===== config.mk =====
export PLATFORM = sky130hd
export DESIGN_NAME = routerOutputStage
export DESIGN_NICKNAME = d
export VERILOG_FILES = /design/src/rtl/routerPkg.sv /design/src/rtl/flitFifo.sv /design/src/rtl/holdTimer.sv /design/src/rtl/portArbiter.sv /design/src/rtl/outputSwitch.sv /design/src/rtl/routerOutputStage.sv
export VERILOG_INCLUDE_DIRS = /design/src /design/src/rtl
export SDC_FILE = /design/constraint.sdc
export NUM_CORES = 1
export LEC_CHECK = 0
export ABC_AREA = 1
export BUFFER_PORTS_ARGS = -buffer_cell sky130_fd_sc_hd__buf_2
export CELL_PAD_IN_SITES_DETAIL_PLACEMENT = 2
export CELL_PAD_IN_SITES_GLOBAL_PLACEMENT = 2
export CORE_ASPECT_RATIO = 0.7
export CORE_UTILIZATION = 37
export DETAILED_ROUTE_END_ITERATION = 10
export GPL_ROUTABILITY_DRIVEN = 0
export PLACE_DENSITY_LB_ADDON = 0.1
export SETUP_SLACK_MARGIN = 0.1
export SLEW_MARGIN = 20
export SYNTH_ARGS = -nofsm -noshare
export SYNTH_HDL_FRONTEND = slang
export SYNTH_SLANG_ARGS = --single-unit
export TNS_END_PERCENT = 100

===== constraint.sdc =====
create_clock -name clk -period 3.4 [get_ports clk]
set_input_delay 0.17 -clock clk [delete_from_list [all_inputs] [get_ports clk]]
set_output_delay 0.17 -clock clk [all_outputs]
set_load 0.05 [all_outputs]

===== src/rtl/router_defs.svh =====
`ifndef ROUTER_DEFS_SVH
`define ROUTER_DEFS_SVH

// Number of router inputs sharing the output link.
`define ROUTER_PORTS 5

// Depth of each input flit buffer, a power of two.
`define FIFO_DEPTH 4

// Flit id that opens a packet and carries its hold window.
`define FLIT_HEAD 1

// Input port indices, also the rotation order.
`define PORT_L 0
`define PORT_N 1
`define PORT_E 2
`define PORT_W 3
`define PORT_S 4

`endif


===== src/rtl/routerPkg.sv =====
`default_nettype none

`include "router_defs.svh"

package routerPkg;

  typedef logic [2:0] flitId_t;
  typedef logic [15:0] flitData_t;

  // Hold window in cycles, from the low data bits of a head flit.
  typedef logic [11:0] holdLen_t;

  typedef logic [2:0] portIdx_t;
  typedef logic [`ROUTER_PORTS-1:0] portMask_t;

  typedef struct packed {
    flitId_t id;
    flitData_t data;
  } flit_t;

  typedef enum logic [2:0] {
    stIdle = 3'd0,
    stL    = 3'd1,
    stN    = 3'd2,
    stE    = 3'd3,
    stW    = 3'd4,
    stS    = 3'd5
  } arbState_t;

endpackage

`default_nettype wire


===== src/rtl/flitFifo.sv =====
`timescale 1ns/100ps
`default_nettype none

`include "router_defs.svh"

module flitFifo (
  input  wire logic            clk,
  input  wire logic            rst,
  input  wire logic            push,
  input  routerPkg::flit_t     pushFlit,
  input  wire logic            pop,
  output routerPkg::flit_t     headFlit,
  output logic                 notEmpty
);
  import routerPkg::*;

  localparam int PtrW = $clog2(`FIFO_DEPTH);
  localparam logic [PtrW:0] Full = (PtrW + 1)'(`FIFO_DEPTH);

  flit_t mem [`FIFO_DEPTH];
  logic [PtrW-1:0] rdPtr;
  logic [PtrW-1:0] wrPtr;
  logic [PtrW:0] count;
  logic doPush;
  logic doPop;

  // A push into a full buffer is lost.
  assign doPush = push && (count != Full);
  assign doPop = pop && notEmpty;

  assign notEmpty = (count != '0);
  assign headFlit = mem[rdPtr];

  always_ff @(posedge clk)
  begin
    if (doPush)
      mem[wrPtr] <= pushFlit;
  end

  always_ff @(posedge clk)
  begin
    if (rst)
    begin
      rdPtr <= '0;
      wrPtr <= '0;
      count <= '0;
    end
    else
    begin
      if (doPush)
        wrPtr <= wrPtr + 1'b1;
      if (doPop)
        rdPtr <= rdPtr + 1'b1;
      case ({doPush, doPop})
        2'b10: count <= count + 1'b1;
        2'b01: count <= count - 1'b1;
        default: count <= count;
      endcase
    end
  end

endmodule

`default_nettype wire


===== src/rtl/holdTimer.sv =====
`timescale 1ns/100ps
`default_nettype none

`include "router_defs.svh"

module holdTimer (
  input  wire logic          clk,
  input  wire logic          rst,
  input  routerPkg::flitId_t headId,
  input  routerPkg::holdLen_t headLen,
  input  wire logic          run,
  output logic               timesUp
);
  import routerPkg::*;

  holdLen_t window;
  holdLen_t count;

  always_ff @(posedge clk)
  begin
    if (rst)
    begin
      window <= '0;
      count <= '0;
    end
    else
    begin
      // Each new packet at the buffer head brings its own window.
      if (headId == flitId_t'(`FLIT_HEAD))
        window <= headLen;
      if (run)
        count <= count + 1'b1;
      else
        count <= '0;
    end
  end

  assign timesUp = (count == window);

endmodule

`default_nettype wire


===== src/rtl/portArbiter.sv =====
`timescale 1ns/100ps
`default_nettype none

`include "router_defs.svh"

module portArbiter (
  input  wire logic                               clk,
  input  wire logic                               rst,
  input  routerPkg::portMask_t                    notEmpty,
  input  routerPkg::flit_t [`ROUTER_PORTS-1:0]    headFlit,
  output routerPkg::portMask_t                    pop,
  output routerPkg::portIdx_t                     grantIdx
);
  import routerPkg::*;

  arbState_t state;
  arbState_t nextState;
  portIdx_t curPort;
  portMask_t run;
  portMask_t timesUp;

  function automatic arbState_t stateOf(int p);
    arbState_t s;
    case (p)
      `PORT_L: s = stL;
      `PORT_N: s = stN;
      `PORT_E: s = stE;
      `PORT_W: s = stW;
      `PORT_S: s = stS;
      default: s = stIdle;
    endcase
    return s;
  endfunction

  for (genvar i = 0; i < `ROUTER_PORTS; i++)
  begin : gTimer
    holdTimer uTimer (
      .clk     (clk),
      .rst     (rst),
      .headId  (headFlit[i].id),
      .headLen (holdLen_t'(headFlit[i].data)),
      .run     (run[i]),
      .timesUp (timesUp[i])
    );
  end

  always_comb
  begin
    case (state)
      stL: curPort = portIdx_t'(`PORT_L);
      stN: curPort = portIdx_t'(`PORT_N);
      stE: curPort = portIdx_t'(`PORT_E);
      stW: curPort = portIdx_t'(`PORT_W);
      stS: curPort = portIdx_t'(`PORT_S);
      default: curPort = portIdx_t'(`PORT_L);
    endcase
  end

  // The held port keeps the link until its buffer empties or its window
  // runs out. Then the other ports are tried in rotation after it.
  always_comb
  begin
    int cand;
    logic found;
    run = '0;
    nextState = stIdle;
    found = 1'b0;
    cand = 0;
    if (state == stIdle)
    begin
      for (int k = 0; k < `ROUTER_PORTS; k++)
      begin
        cand = `PORT_L + k;
        if (!found && notEmpty[cand])
        begin
          nextState = stateOf(cand);
          found = 1'b1;
        end
      end
    end
    else if (notEmpty[curPort] && !timesUp[curPort])
    begin
      run[curPort] = 1'b1;
      nextState = state;
    end
    else
    begin
      for (int k = 1; k < `ROUTER_PORTS; k++)
      begin
        cand = int'(curPort) + k;
        if (cand >= `ROUTER_PORTS)
          cand = cand - `ROUTER_PORTS;
        if (!found && notEmpty[cand])
        begin
          nextState = stateOf(cand);
          found = 1'b1;
        end
      end
    end
  end

  always_ff @(posedge clk)
  begin
    if (rst)
      state <= stIdle;
    else
      state <= nextState;
  end

  always_comb
  begin
    pop = '0;
    if (state != stIdle)
      pop[curPort] = notEmpty[curPort];
  end

  assign grantIdx = curPort;

endmodule

`default_nettype wire


===== src/rtl/outputSwitch.sv =====
`timescale 1ns/100ps
`default_nettype none

`include "router_defs.svh"

module outputSwitch (
  input  wire logic                               clk,
  input  wire logic                               rst,
  input  routerPkg::portMask_t                    pop,
  input  routerPkg::portIdx_t                     grantIdx,
  input  routerPkg::flit_t [`ROUTER_PORTS-1:0]    headFlit,
  output logic                                    outValid,
  output routerPkg::flit_t                        outFlit,
  output routerPkg::portIdx_t                     outPort
);
  import routerPkg::*;

  flit_t selFlit;

  assign selFlit = headFlit[grantIdx];

  always_ff @(posedge clk)
  begin
    if (rst)
      outValid <= 1'b0;
    else
      outValid <= |pop;
  end

  // The flit and its source hold their value between deliveries.
  always_ff @(posedge clk)
  begin
    if (|pop)
    begin
      outFlit <= selFlit;
      outPort <= grantIdx;
    end
  end

endmodule

`default_nettype wire


===== src/rtl/routerOutputStage.sv =====
`timescale 1ns/100ps
`default_nettype none

`include "router_defs.svh"

module routerOutputStage (
  input  wire logic                               clk,
  input  wire logic                               rst,
  input  routerPkg::portMask_t                    inPush,
  input  routerPkg::flit_t [`ROUTER_PORTS-1:0]    inFlit,
  output logic                                    outValid,
  output routerPkg::flit_t                        outFlit,
  output routerPkg::portIdx_t                     outPort
);
  import routerPkg::*;

  flit_t [`ROUTER_PORTS-1:0] headFlit;
  portMask_t notEmpty;
  portMask_t pop;
  portIdx_t grantIdx;

  for (genvar i = 0; i < `ROUTER_PORTS; i++)
  begin : gFifo
    flitFifo uFifo (
      .clk      (clk),
      .rst      (rst),
      .push     (inPush[i]),
      .pushFlit (inFlit[i]),
      .pop      (pop[i]),
      .headFlit (headFlit[i]),
      .notEmpty (notEmpty[i])
    );
  end

  portArbiter uArbiter (
    .clk      (clk),
    .rst      (rst),
    .notEmpty (notEmpty),
    .headFlit (headFlit),
    .pop      (pop),
    .grantIdx (grantIdx)
  );

  outputSwitch uSwitch (
    .clk      (clk),
    .rst      (rst),
    .pop      (pop),
    .grantIdx (grantIdx),
    .headFlit (headFlit),
    .outValid (outValid),
    .outFlit  (outFlit),
    .outPort  (outPort)
  );

endmodule

`default_nettype wire


# [After elaboration in Yosys (flattened, before gate mapping)]
# Memories as Yosys holds them, arrays and structs flattened. A register that Yosys moved wholly into a read port is not among the register bits.
# Index checks and enable logic that the tools add are counted.
[classes] n_addsub=33 n_lt_le_gt_ge=10 eq_ne=46 n_mux=93 n_bitwise=6 n_reduce_logical=49
[op_table] cell="32-bit two-way mux" count=12
[op_table] cell="32-bit by 2-bit == test with 1-bit output (second input constant)" count=8
[op_table] cell="32-bit by 1-bit == test with 1-bit output (second input constant)" count=4
[op_table] cell="32-bit by 3-bit == test with 1-bit output (second input constant)" count=4
[op_table] cell="32-bit by 4-bit greater-or-equal comparator with 1-bit output (second input constant)" count=4
[op_table] cell="32-bit logical NOT" count=4
[op_table] cell="32-bit by 5-bit less-than comparator with 1-bit output (second input constant)" count=4
[op_table] cell="32-bit by 4-bit subtractor with 32-bit output (second input constant)" count=4
[op_table] cell="12-bit by 1-bit adder with 12-bit output (second input constant)" count=5
[op_table] cell="12-bit == test" count=5
[op_table] cell="3-bit one-hot mux with 5 select lines" count=4
[op_table] cell="19-bit binary-select mux with 3-bit select" count=1
[op_table] cell="1-bit two-way mux" count=39
[op_table] cell="3-bit one-hot mux with 2 select lines" count=5
[op_table] cell="2-bit two-way mux" count=12
[op_table] cell="3-bit two-way mux" count=8
[op_table] cell="2-bit by 1-bit adder with 2-bit output (second input constant)" count=10
[op_table] cell="1-bit logical AND" count=19
[op_table] cell="19-bit two-way mux" count=1
[op_table] cell="1-bit binary-select mux with 3-bit select" count=6
[op_table] cell="3-bit nonzero test" count=6
[op_table] cell="3-bit by 1-bit adder with 3-bit output (second input constant)" count=5
[op_table] cell="3-bit by 1-bit == test with 1-bit output (second input constant)" count=5
[op_table] cell="5-bit two-way mux" count=3
[op_table] cell="21 further kinds" count=59
[word_totals] regBits=181 ram_bits=380 input_bits=102 out_inout_bits=23 word_cells=272 n_memories=5
[memory_table] name="gFifo[0].uFifo.mem" words=4 width=19 read_ports=1 rd_ports_with_merged_regs=1 write_ports=1 line="flitFifo.sv:20" rtl="flit_t mem [`FIFO_DEPTH];"
[memory_table] name="gFifo[1].uFifo.mem" words=4 width=19 read_ports=1 rd_ports_with_merged_regs=1 write_ports=1 line="flitFifo.sv:20"
[memory_table] name="gFifo[2].uFifo.mem" words=4 width=19 read_ports=1 rd_ports_with_merged_regs=1 write_ports=1 line="flitFifo.sv:20"
[memory_table] name="gFifo[3].uFifo.mem" words=4 width=19 read_ports=1 rd_ports_with_merged_regs=1 write_ports=1 line="flitFifo.sv:20"
[memory_table] name="gFifo[4].uFifo.mem" words=4 width=19 read_ports=1 rd_ports_with_merged_regs=1 write_ports=1 line="flitFifo.sv:20"

# [Longest topological paths before layout]
[depth] ltp_word=29 depth_mapped=24 depth_no_buf=22

# [Cells and area by module]
# From an unflattened synthesis, not the netlist that was laid out.
[unflattened] cells_unflattened=2612 hier_area_um2=25879.8
[by_module_without_submodules] module="flitFifo" instances=5 cells_each=252 area_per_inst_um2=3363.2 seq_area_each_um2=2462.4
[by_module_without_submodules] module="holdTimer" instances=5 cells_each=169 area_per_inst_um2=1191.1 seq_area_each_um2=480.5
[by_module_without_submodules] module="outputSwitch" instances=1 cells_each=223 area_per_inst_um2=1570.3 seq_area_each_um2=680.7
[by_module_without_submodules] module="portArbiter" instances=1 cells_each=284 area_per_inst_um2=1537.7 seq_area_each_um2=60.1

# [Worst setup path after synthesis]
# OpenSTA, ideal clock, no wires.
[synth_path] path_kind="register to register" start="register uArbiter.state[1]" end="register uArbiter.state[1]" setup_ps=70 arrival_ps=3272 required_ps=3330 path_slack_ps=58 stages_incl_launch_ff=20 path_buffers=2 synth_period_minus_slack_ps=3342 cell_sequence="dfxtp_1 > nor2_1 > o21ai_2 > clkbuf_1 > clkbuf_1 > ha_1 > ha_1 > inv_1 > or2_2 > nand3_1 > nor2_1 > nand2_1 > nand2_1 > nor2_1 > nand4_1 > nand2_1 > nand3b_1 > nand3b_1 > nand2_1 > a21oi_1"
[synth_via] elab_chain_cells=28 word_cells_on_any_way=94 classes_between="add/sub (8); order compare (4); eq/ne (21); mux (48); reduce/logical (13)"
[synth_rtl] element="from (decl)" line="portArbiter.sv:16" rtl="arbState_t state;"
[synth_rtl] element="from (signal assigned)" line="portArbiter.sv:105" rtl="state <= stIdle;"
[synth_rtl] element="from (signal assigned)" line="portArbiter.sv:107" rtl="state <= nextState;"
[synth_rtl] element="3-bit == test or 3-bit by 2-bit == test with 1-bit output (tied branches)" line="portArbiter.sv:49" rtl="case (state)"
[synth_rtl] element="3-bit one-hot mux with 4 select lines" line="portArbiter.sv:49"
[synth_rtl] element="3-bit by 1-bit adder with 4-bit output" line="portArbiter.sv:90" rtl="cand = int'(curPort) + k;"
[synth_rtl] element="32-bit by 4-bit subtractor with 32-bit output (no line) or 32-bit by 4-bit greater-or-equal comparator with 1-bit output (tied branches)"
[synth_rtl] element="32-bit two-way mux" line="portArbiter.sv:91" rtl="if (cand >= `ROUTER_PORTS)"
[synth_rtl] element="32-bit two-way mux" line="portArbiter.sv:81" rtl="else if (notEmpty[curPort] && !timesUp[curPort])"
[synth_rtl] element="32-bit two-way mux" line="portArbiter.sv:69" rtl="if (state == stIdle)"
[synth_rtl] element="1-bit binary-select mux with 3-bit select" line="portArbiter.sv:93" rtl="if (!found && notEmpty[cand])"
[synth_rtl] element="[12 not listed]"
[synth_rtl] element="1-bit two-way mux" line="portArbiter.sv:93"
[synth_rtl] element="1-bit two-way mux" line="portArbiter.sv:81"
[synth_rtl] element="1-bit two-way mux" line="portArbiter.sv:69"
[synth_rtl] element="1-bit logical NOT" line="portArbiter.sv:93"
[synth_rtl] element="1-bit logical AND" line="portArbiter.sv:93"
[synth_rtl] element="3-bit two-way mux" line="portArbiter.sv:93"
[synth_rtl] element="3-bit two-way mux" line="portArbiter.sv:81"
[synth_rtl] element="3-bit two-way mux" line="portArbiter.sv:69"
# Parallel ways exist; a longest one is shown, timed or not. The select of a mux whose other input is x is not followed.
# A chain may end at the register's enable or synchronous reset.

# [Worst setup path in the final report]
[layout_path] start="register uArbiter.state[2]" end="register gFifo[3].uFifo.count[2]"
[layout_via] elab_chain_cells=11 word_cells_on_any_way=20 classes_between="order compare (2); eq/ne (6); mux (7); bitwise (1); reduce/logical (4)"
[layout_rtl] element="3-bit == test or 3-bit by 2-bit == test with 1-bit output (tied branches)" line="portArbiter.sv:49"
[layout_rtl] element="3-bit one-hot mux with 4 select lines" line="portArbiter.sv:49"
[layout_rtl] element="3-bit by 4-bit less-than comparator with 1-bit output (not written as such) or 3-bit by 1-bit greater-or-equal comparator with 1-bit output (tied branches)" line="portArbiter.sv:114" rtl="pop[curPort] = notEmpty[curPort];"
[layout_rtl] element="1-bit logical AND (not written as such)" line="portArbiter.sv:114"
[layout_rtl] element="1-bit two-way mux (not written as such)" line="portArbiter.sv:114"
[layout_rtl] element="1-bit demux with 3-bit select"
[layout_rtl] element="5-bit bitwise AND (no line)"
[layout_rtl] element="5-bit two-way mux (*)" line="portArbiter.sv:113" rtl="if (state != stIdle)"
[layout_rtl] element="1-bit logical AND (*)" line="flitFifo.sv:29" rtl="assign doPop = pop && notEmpty;"
[layout_rtl] element="net gFifo[3].uFifo.doPop" line="flitFifo.sv:25" rtl="logic doPop;"
[layout_rtl] element="2-bit by 1-bit == test with 1-bit output or 2-bit == test (tied branches)" line="flitFifo.sv:54" rtl="case ({doPush, doPop})"
[layout_rtl] element="3-bit one-hot mux with 2 select lines or 2-bit nonzero test (tied branches)"
[layout_rtl] element="to (signal assigned)" line="flitFifo.sv:55" rtl="2'b10: count <= count + 1'b1;"
[layout_rtl] element="to (signal assigned)" line="flitFifo.sv:56" rtl="2'b01: count <= count - 1'b1;"
[layout_rtl] element="to (signal assigned)" line="flitFifo.sv:57" rtl="default: count <= count;"
[layout_rtl] element="to (decl)" line="flitFifo.sv:23" rtl="logic [PtrW:0] count;"
# The timed path passes the listed nets; every way through them passes the cells marked *. The select of a mux whose other input is x is not followed.

==> results_tabular.tex <==
\begin{tabular}{lr}
\hline
Metric & Value \\
\hline
\multicolumn{2}{l}{\textbf{Pwr}} \\
Largest vdd supply drop & about 0.44 mV \\
Sw Pwr & between 7 and 8 mW \\
Net switching fraction of the power & 0.351 \\
Part of the power in registers & 0.411 \\
LEAKAGE & around 11 nW \\
Comb pwr share & 0.271 \\
Part of the total power dissipated in the clock network & 0.318 \\
Tot Pwr & between 20 and 25 mW \\
Total power per unit cell area & $\sim$700 nW/um\^{}2 \\
Power Internal & around 13 mW \\
\multicolumn{2}{l}{\textbf{Routing}} \\
First DRT Iteration DRCs & approximately 1.1k \\
WL per Instance & about 24 um \\
Vias per std cell & $\sim$5.3 \\
Post-detailed-route DRC marker count & 0 \\
Antenna Nets Post-Route & 0 \\
Overall via count from detail\_route & between 15k and 20k \\
Routed wire length & roughly 83 mm \\
First-pass DRT Iterations & 5 \\
\multicolumn{2}{l}{\textbf{Logic synthesis}} \\
Synth top area cells & edfxtp\_1, dfxtp\_1, o21ai\_0 \\
Gate Count Post-Synth & 2316 \\
Share of flip-flops with an asynchronous set or reset after synthesis & 0 \\
Nets in the synthesized netlist & around 2.5k \\
Dominant synthesized flop cell & edfxtp\_1 \\
EDFF count, synth & approximately 400 \\
Cell variety after synth & 55 \\
Average cell area after synthesis & 10.5 sq um \\
Most numerous cell in the Yosys netlist & edfxtp\_1 \\
Synthesized flop and latch total & 571 \\
Synthesized cell area & between 20000 and 25000 sq um \\
Register area share after synthesis & 0.635 \\
Top cell type by total area after synthesis & edfxtp\_1 \\
Synthesis Warnings & 0 \\
Share of the synthesized area in the top cell type & 0.496 \\
Most common library cells after synthesis & edfxtp\_1, nor2\_1, o21ai\_0, nand2\_1, inv\_1 \\
\multicolumn{2}{l}{\textbf{Clocking}} \\
Clock slew at the register clock pins of the worst setup and hold paths & about 0.07 ns \\
Clock insertion delay at the later pin of the skew report & $\sim$0.66 ns \\
Clk sink count & approximately 570 \\
TritonCTS clock tree & done \\
Buffer cell driving the clock tree root & clkbuf\_16 \\
CTS Buf Count & 57 \\
CTS H-Tree Depth & 2 \\
Largest buffer count on any clock path & 3 \\
\multicolumn{2}{l}{\textbf{Layout}} \\
Layout-stage area growth over the synthesis result & 20.7\% \\
Layout Cell Area excl Fill & about 29000 sq um \\
Fraction of final layout cells with drive strength greater than 1 & 0.144 \\
Net count, final & around 2.8k \\
Diodes inserted & 0 \\
\multicolumn{2}{l}{\textbf{Run}} \\
Maximum capacitance violations & 0 \\
\multicolumn{2}{l}{\textbf{STA}} \\
Aggregate negative setup slack & 0 ns \\
Unrepaired setup endpoints after global routing & true \\
Min Tclk post-route & approximately 3.1 ns \\
Transition at the pin with the smallest max-transition slack & 0.814 ns \\
Final critical-path share of the clock period & 0.916 \\
Worst clock skew & between 0.05 and 0.06 ns \\
Timing-limited maximum frequency & 321 MHz \\
Final setup violation count & 0 \\
Hold\_ws & between 0.06 and 0.07 ns \\
Final Max Slew Viols & 0 \\
Final number of hold-violating endpoints & 0 \\
Worst setup margin & 0.286 ns \\
Slew Limit Headroom & 0.457 \\
\multicolumn{2}{l}{\textbf{Global routing}} \\
Pin count of the biggest net entering global routing & 39 \\
Number of antenna violations at the first check in global routing & 5 \\
Via count of the first global-routing pass & $\sim$20k \\
Global router's overall resource usage & 0.250 \\
Wire length of the first global-routing pass & approximately 130 mm \\
Remaining Overflow, GRT & 0 \\
\multicolumn{2}{l}{\textbf{Setup path}} \\
Top delay family on crit path & simple AND/OR/NAND/NOR gates \\
Total buffers and inverters traversed by the critical path & 2 \\
Element type at the critical path end & flop \\
Arrival time reported for the critical path endpoint & about 3.6 ns \\
Peak fanout along the critical path & 15 \\
Crit-path max cell delay & roughly 0.45 ns \\
Critical-path cell with the highest stage delay & fa\_1 \\
Cell chain of the critical path & inv\_4, nand2\_4, nand2\_2, nand2\_8, nand2\_1, o211ai\_2, a31oi\_4, nor2\_8, nand2\_4, nor3\_4, ha\_1, inv\_1, fa\_1, a21oi\_1, o21ai\_0, o21ai\_0, a21oi\_1 \\
Critical Path RT & approximately 3.9 ns \\
Critical Setup Path Class & flop to flop \\
Category of the worst setup path launch point & flop \\
\multicolumn{2}{l}{\textbf{Die}} \\
Cell Rows & between 70 and 80 \\
Die Footprint & 66900 sq um \\
Die X-Extent & between 300 and 400 um \\
Top-level I/O count & 125 \\
Placeable Area & approximately 65000 sq um \\
Initial Util & 0.375 \\
Die outline height & around 220 um \\
\multicolumn{2}{l}{\textbf{Placement}} \\
Number of buffers added on ports & roughly 120 \\
Worst setup timing slack at the placement stage & between 0.03 and 0.04 ns \\
Post-DP HPWL & 58.7 mm \\
Instance area at placement & between 20000 and 30000 sq um \\
\multicolumn{2}{l}{\textbf{Outcome}} \\
Result of the run & complete, no violations \\
\multicolumn{2}{l}{\textbf{Worst hold path}} \\
Min-Delay Path Class & input pin to flop \\
\hline
\end{tabular}
## final timing paths
path	startpoint	end	slack (ns)	cells past startpoint
hold reg to reg	uArbiter.gTimer[3].uTimer.window[1]	uArbiter.gTimer[3].uTimer.window[1]	0.46	2
setup / recovery	uArbiter.state[2]	gFifo[3].uFifo.count[2]	0.29	17
hold / removal	inPush[3]	gFifo[3].uFifo.wrPtr[0]	0.07	4
setup reg to reg	uArbiter.state[2]	gFifo[3].uFifo.count[2]	0.29	17
## power groups by stage
stage | clock (mW) | sequential (mW) | combinational [mW]
floorplan | 0 | 8.91 | 2.75
global placement | 0 | 8.52 | 5.06
detailed placement | 0 | 8.55 | 5.25
CTS | 6.62 | 8.41 | 5.38
global route | 6.89 | 8.45 | 5.99
finish | 6.51 | 8.42 | 5.55
## state kept, by name, indices dropped and copies added (netlist names), named ones only
| name | count |
|---|---|
| gFifo.uFifo.rdPtr | 10 |
| gFifo.uFifo.mem | 380 |
| gFifo.uFifo.wrPtr | 10 |
| uArbiter.gTimer.uTimer.count | 60 |
| uArbiter.gTimer.uTimer.window | 60 |
| uSwitch.outPort | 3 |
| uArbiter.state | 3 |
| gFifo.uFifo.count | 15 |
| uSwitch.outFlit | 19 |
| uSwitch.outValid | 1 |
## routing by layer
metal / routed length, um / up-vias / global-route usage
met5: 13 / - / 0
met4: 1290 / 2 / 0.0511
met3: 2630 / 91 / 0.0281
met2: 38700 / 261 / 0.404
met1: 40700 / 9509 / 0.363
li1: - / 8663 / -
## cell families (layout without fill, tap and decap cells)
group / count (synthesis) / count (layout) / share of synthesized area
simple gates: 745 / 745 / 0.131
compound gates: 582 / 582 / 0.134
flops: 571 / 571 / 0.635
buf+inv: 301 / 629 / 0.0476
xor+xnor: 63 / 63 / 0.0227
fa+ha+maj: 54 / 54 / 0.0296
## layout by cell type (no fill, tap or decap), types with 45 or more instances in the layout
cell type / instances
ha_1: 45
inv_1: 192
buf_2: 124
edfxtp_1: 402
nand2_1: 228
nand3_1: 71
nor2_1: 340
dfxtp_1: 166
a21oi_1: 151
o22ai_1: 69
buf_4: 95
o21ai_0: 274
clkbuf_16: 59
dlygate4sd3_1: 97
## area by class of cell
class	count	area, sq um
fill	6712	35500
clock inverter	28	293
multi-input combinational	1444	7810
sequential	571	15500
timing repair buffer	319	2370
inverter	203	773
tap	880	1100
clock buffer	79	1600
## worst register-to-register path, cell delays in order, from the launching register on
cell and delay [ns]:
dfxtp_2 0.42, inv_4 0.08, nand2_4 0.10, nand2_2 0.12, nand2_8 0.15, nand2_1 0.14, o211ai_2 0.12, a31oi_4 0.14
nor2_8 0.20, nand2_4 0.11, nor3_4 0.22, ha_1 0.18, inv_1 0.08, fa_1 0.45, a21oi_1 0.15, o21ai_0 0.13
o21ai_0 0.18, a21oi_1 0.06
## per-stage QoR
stage | cells | utilization
6_report | 3524 | 0.453
3_3_place_gp | 3312 | 0.406
5_1_grt | 3524 | 0.453
4_1_cts | 3516 | 0.451
2_1_floorplan | 2316 | -
3_5_place_dp | 3312 | 0.406
## repair_timing
item / CTS / global route
gates resized for setup: 4 / 21
endpoints found under the hold margin: 383 / 0
endpoints found under the setup margin: 3 / 12
cloned: 0 / 1
pin swaps: 0 / 6
setup buffers: 0 / 7
hold buffers: 97 / 0
No activity file was read; power rests on OpenSTA's default activity.
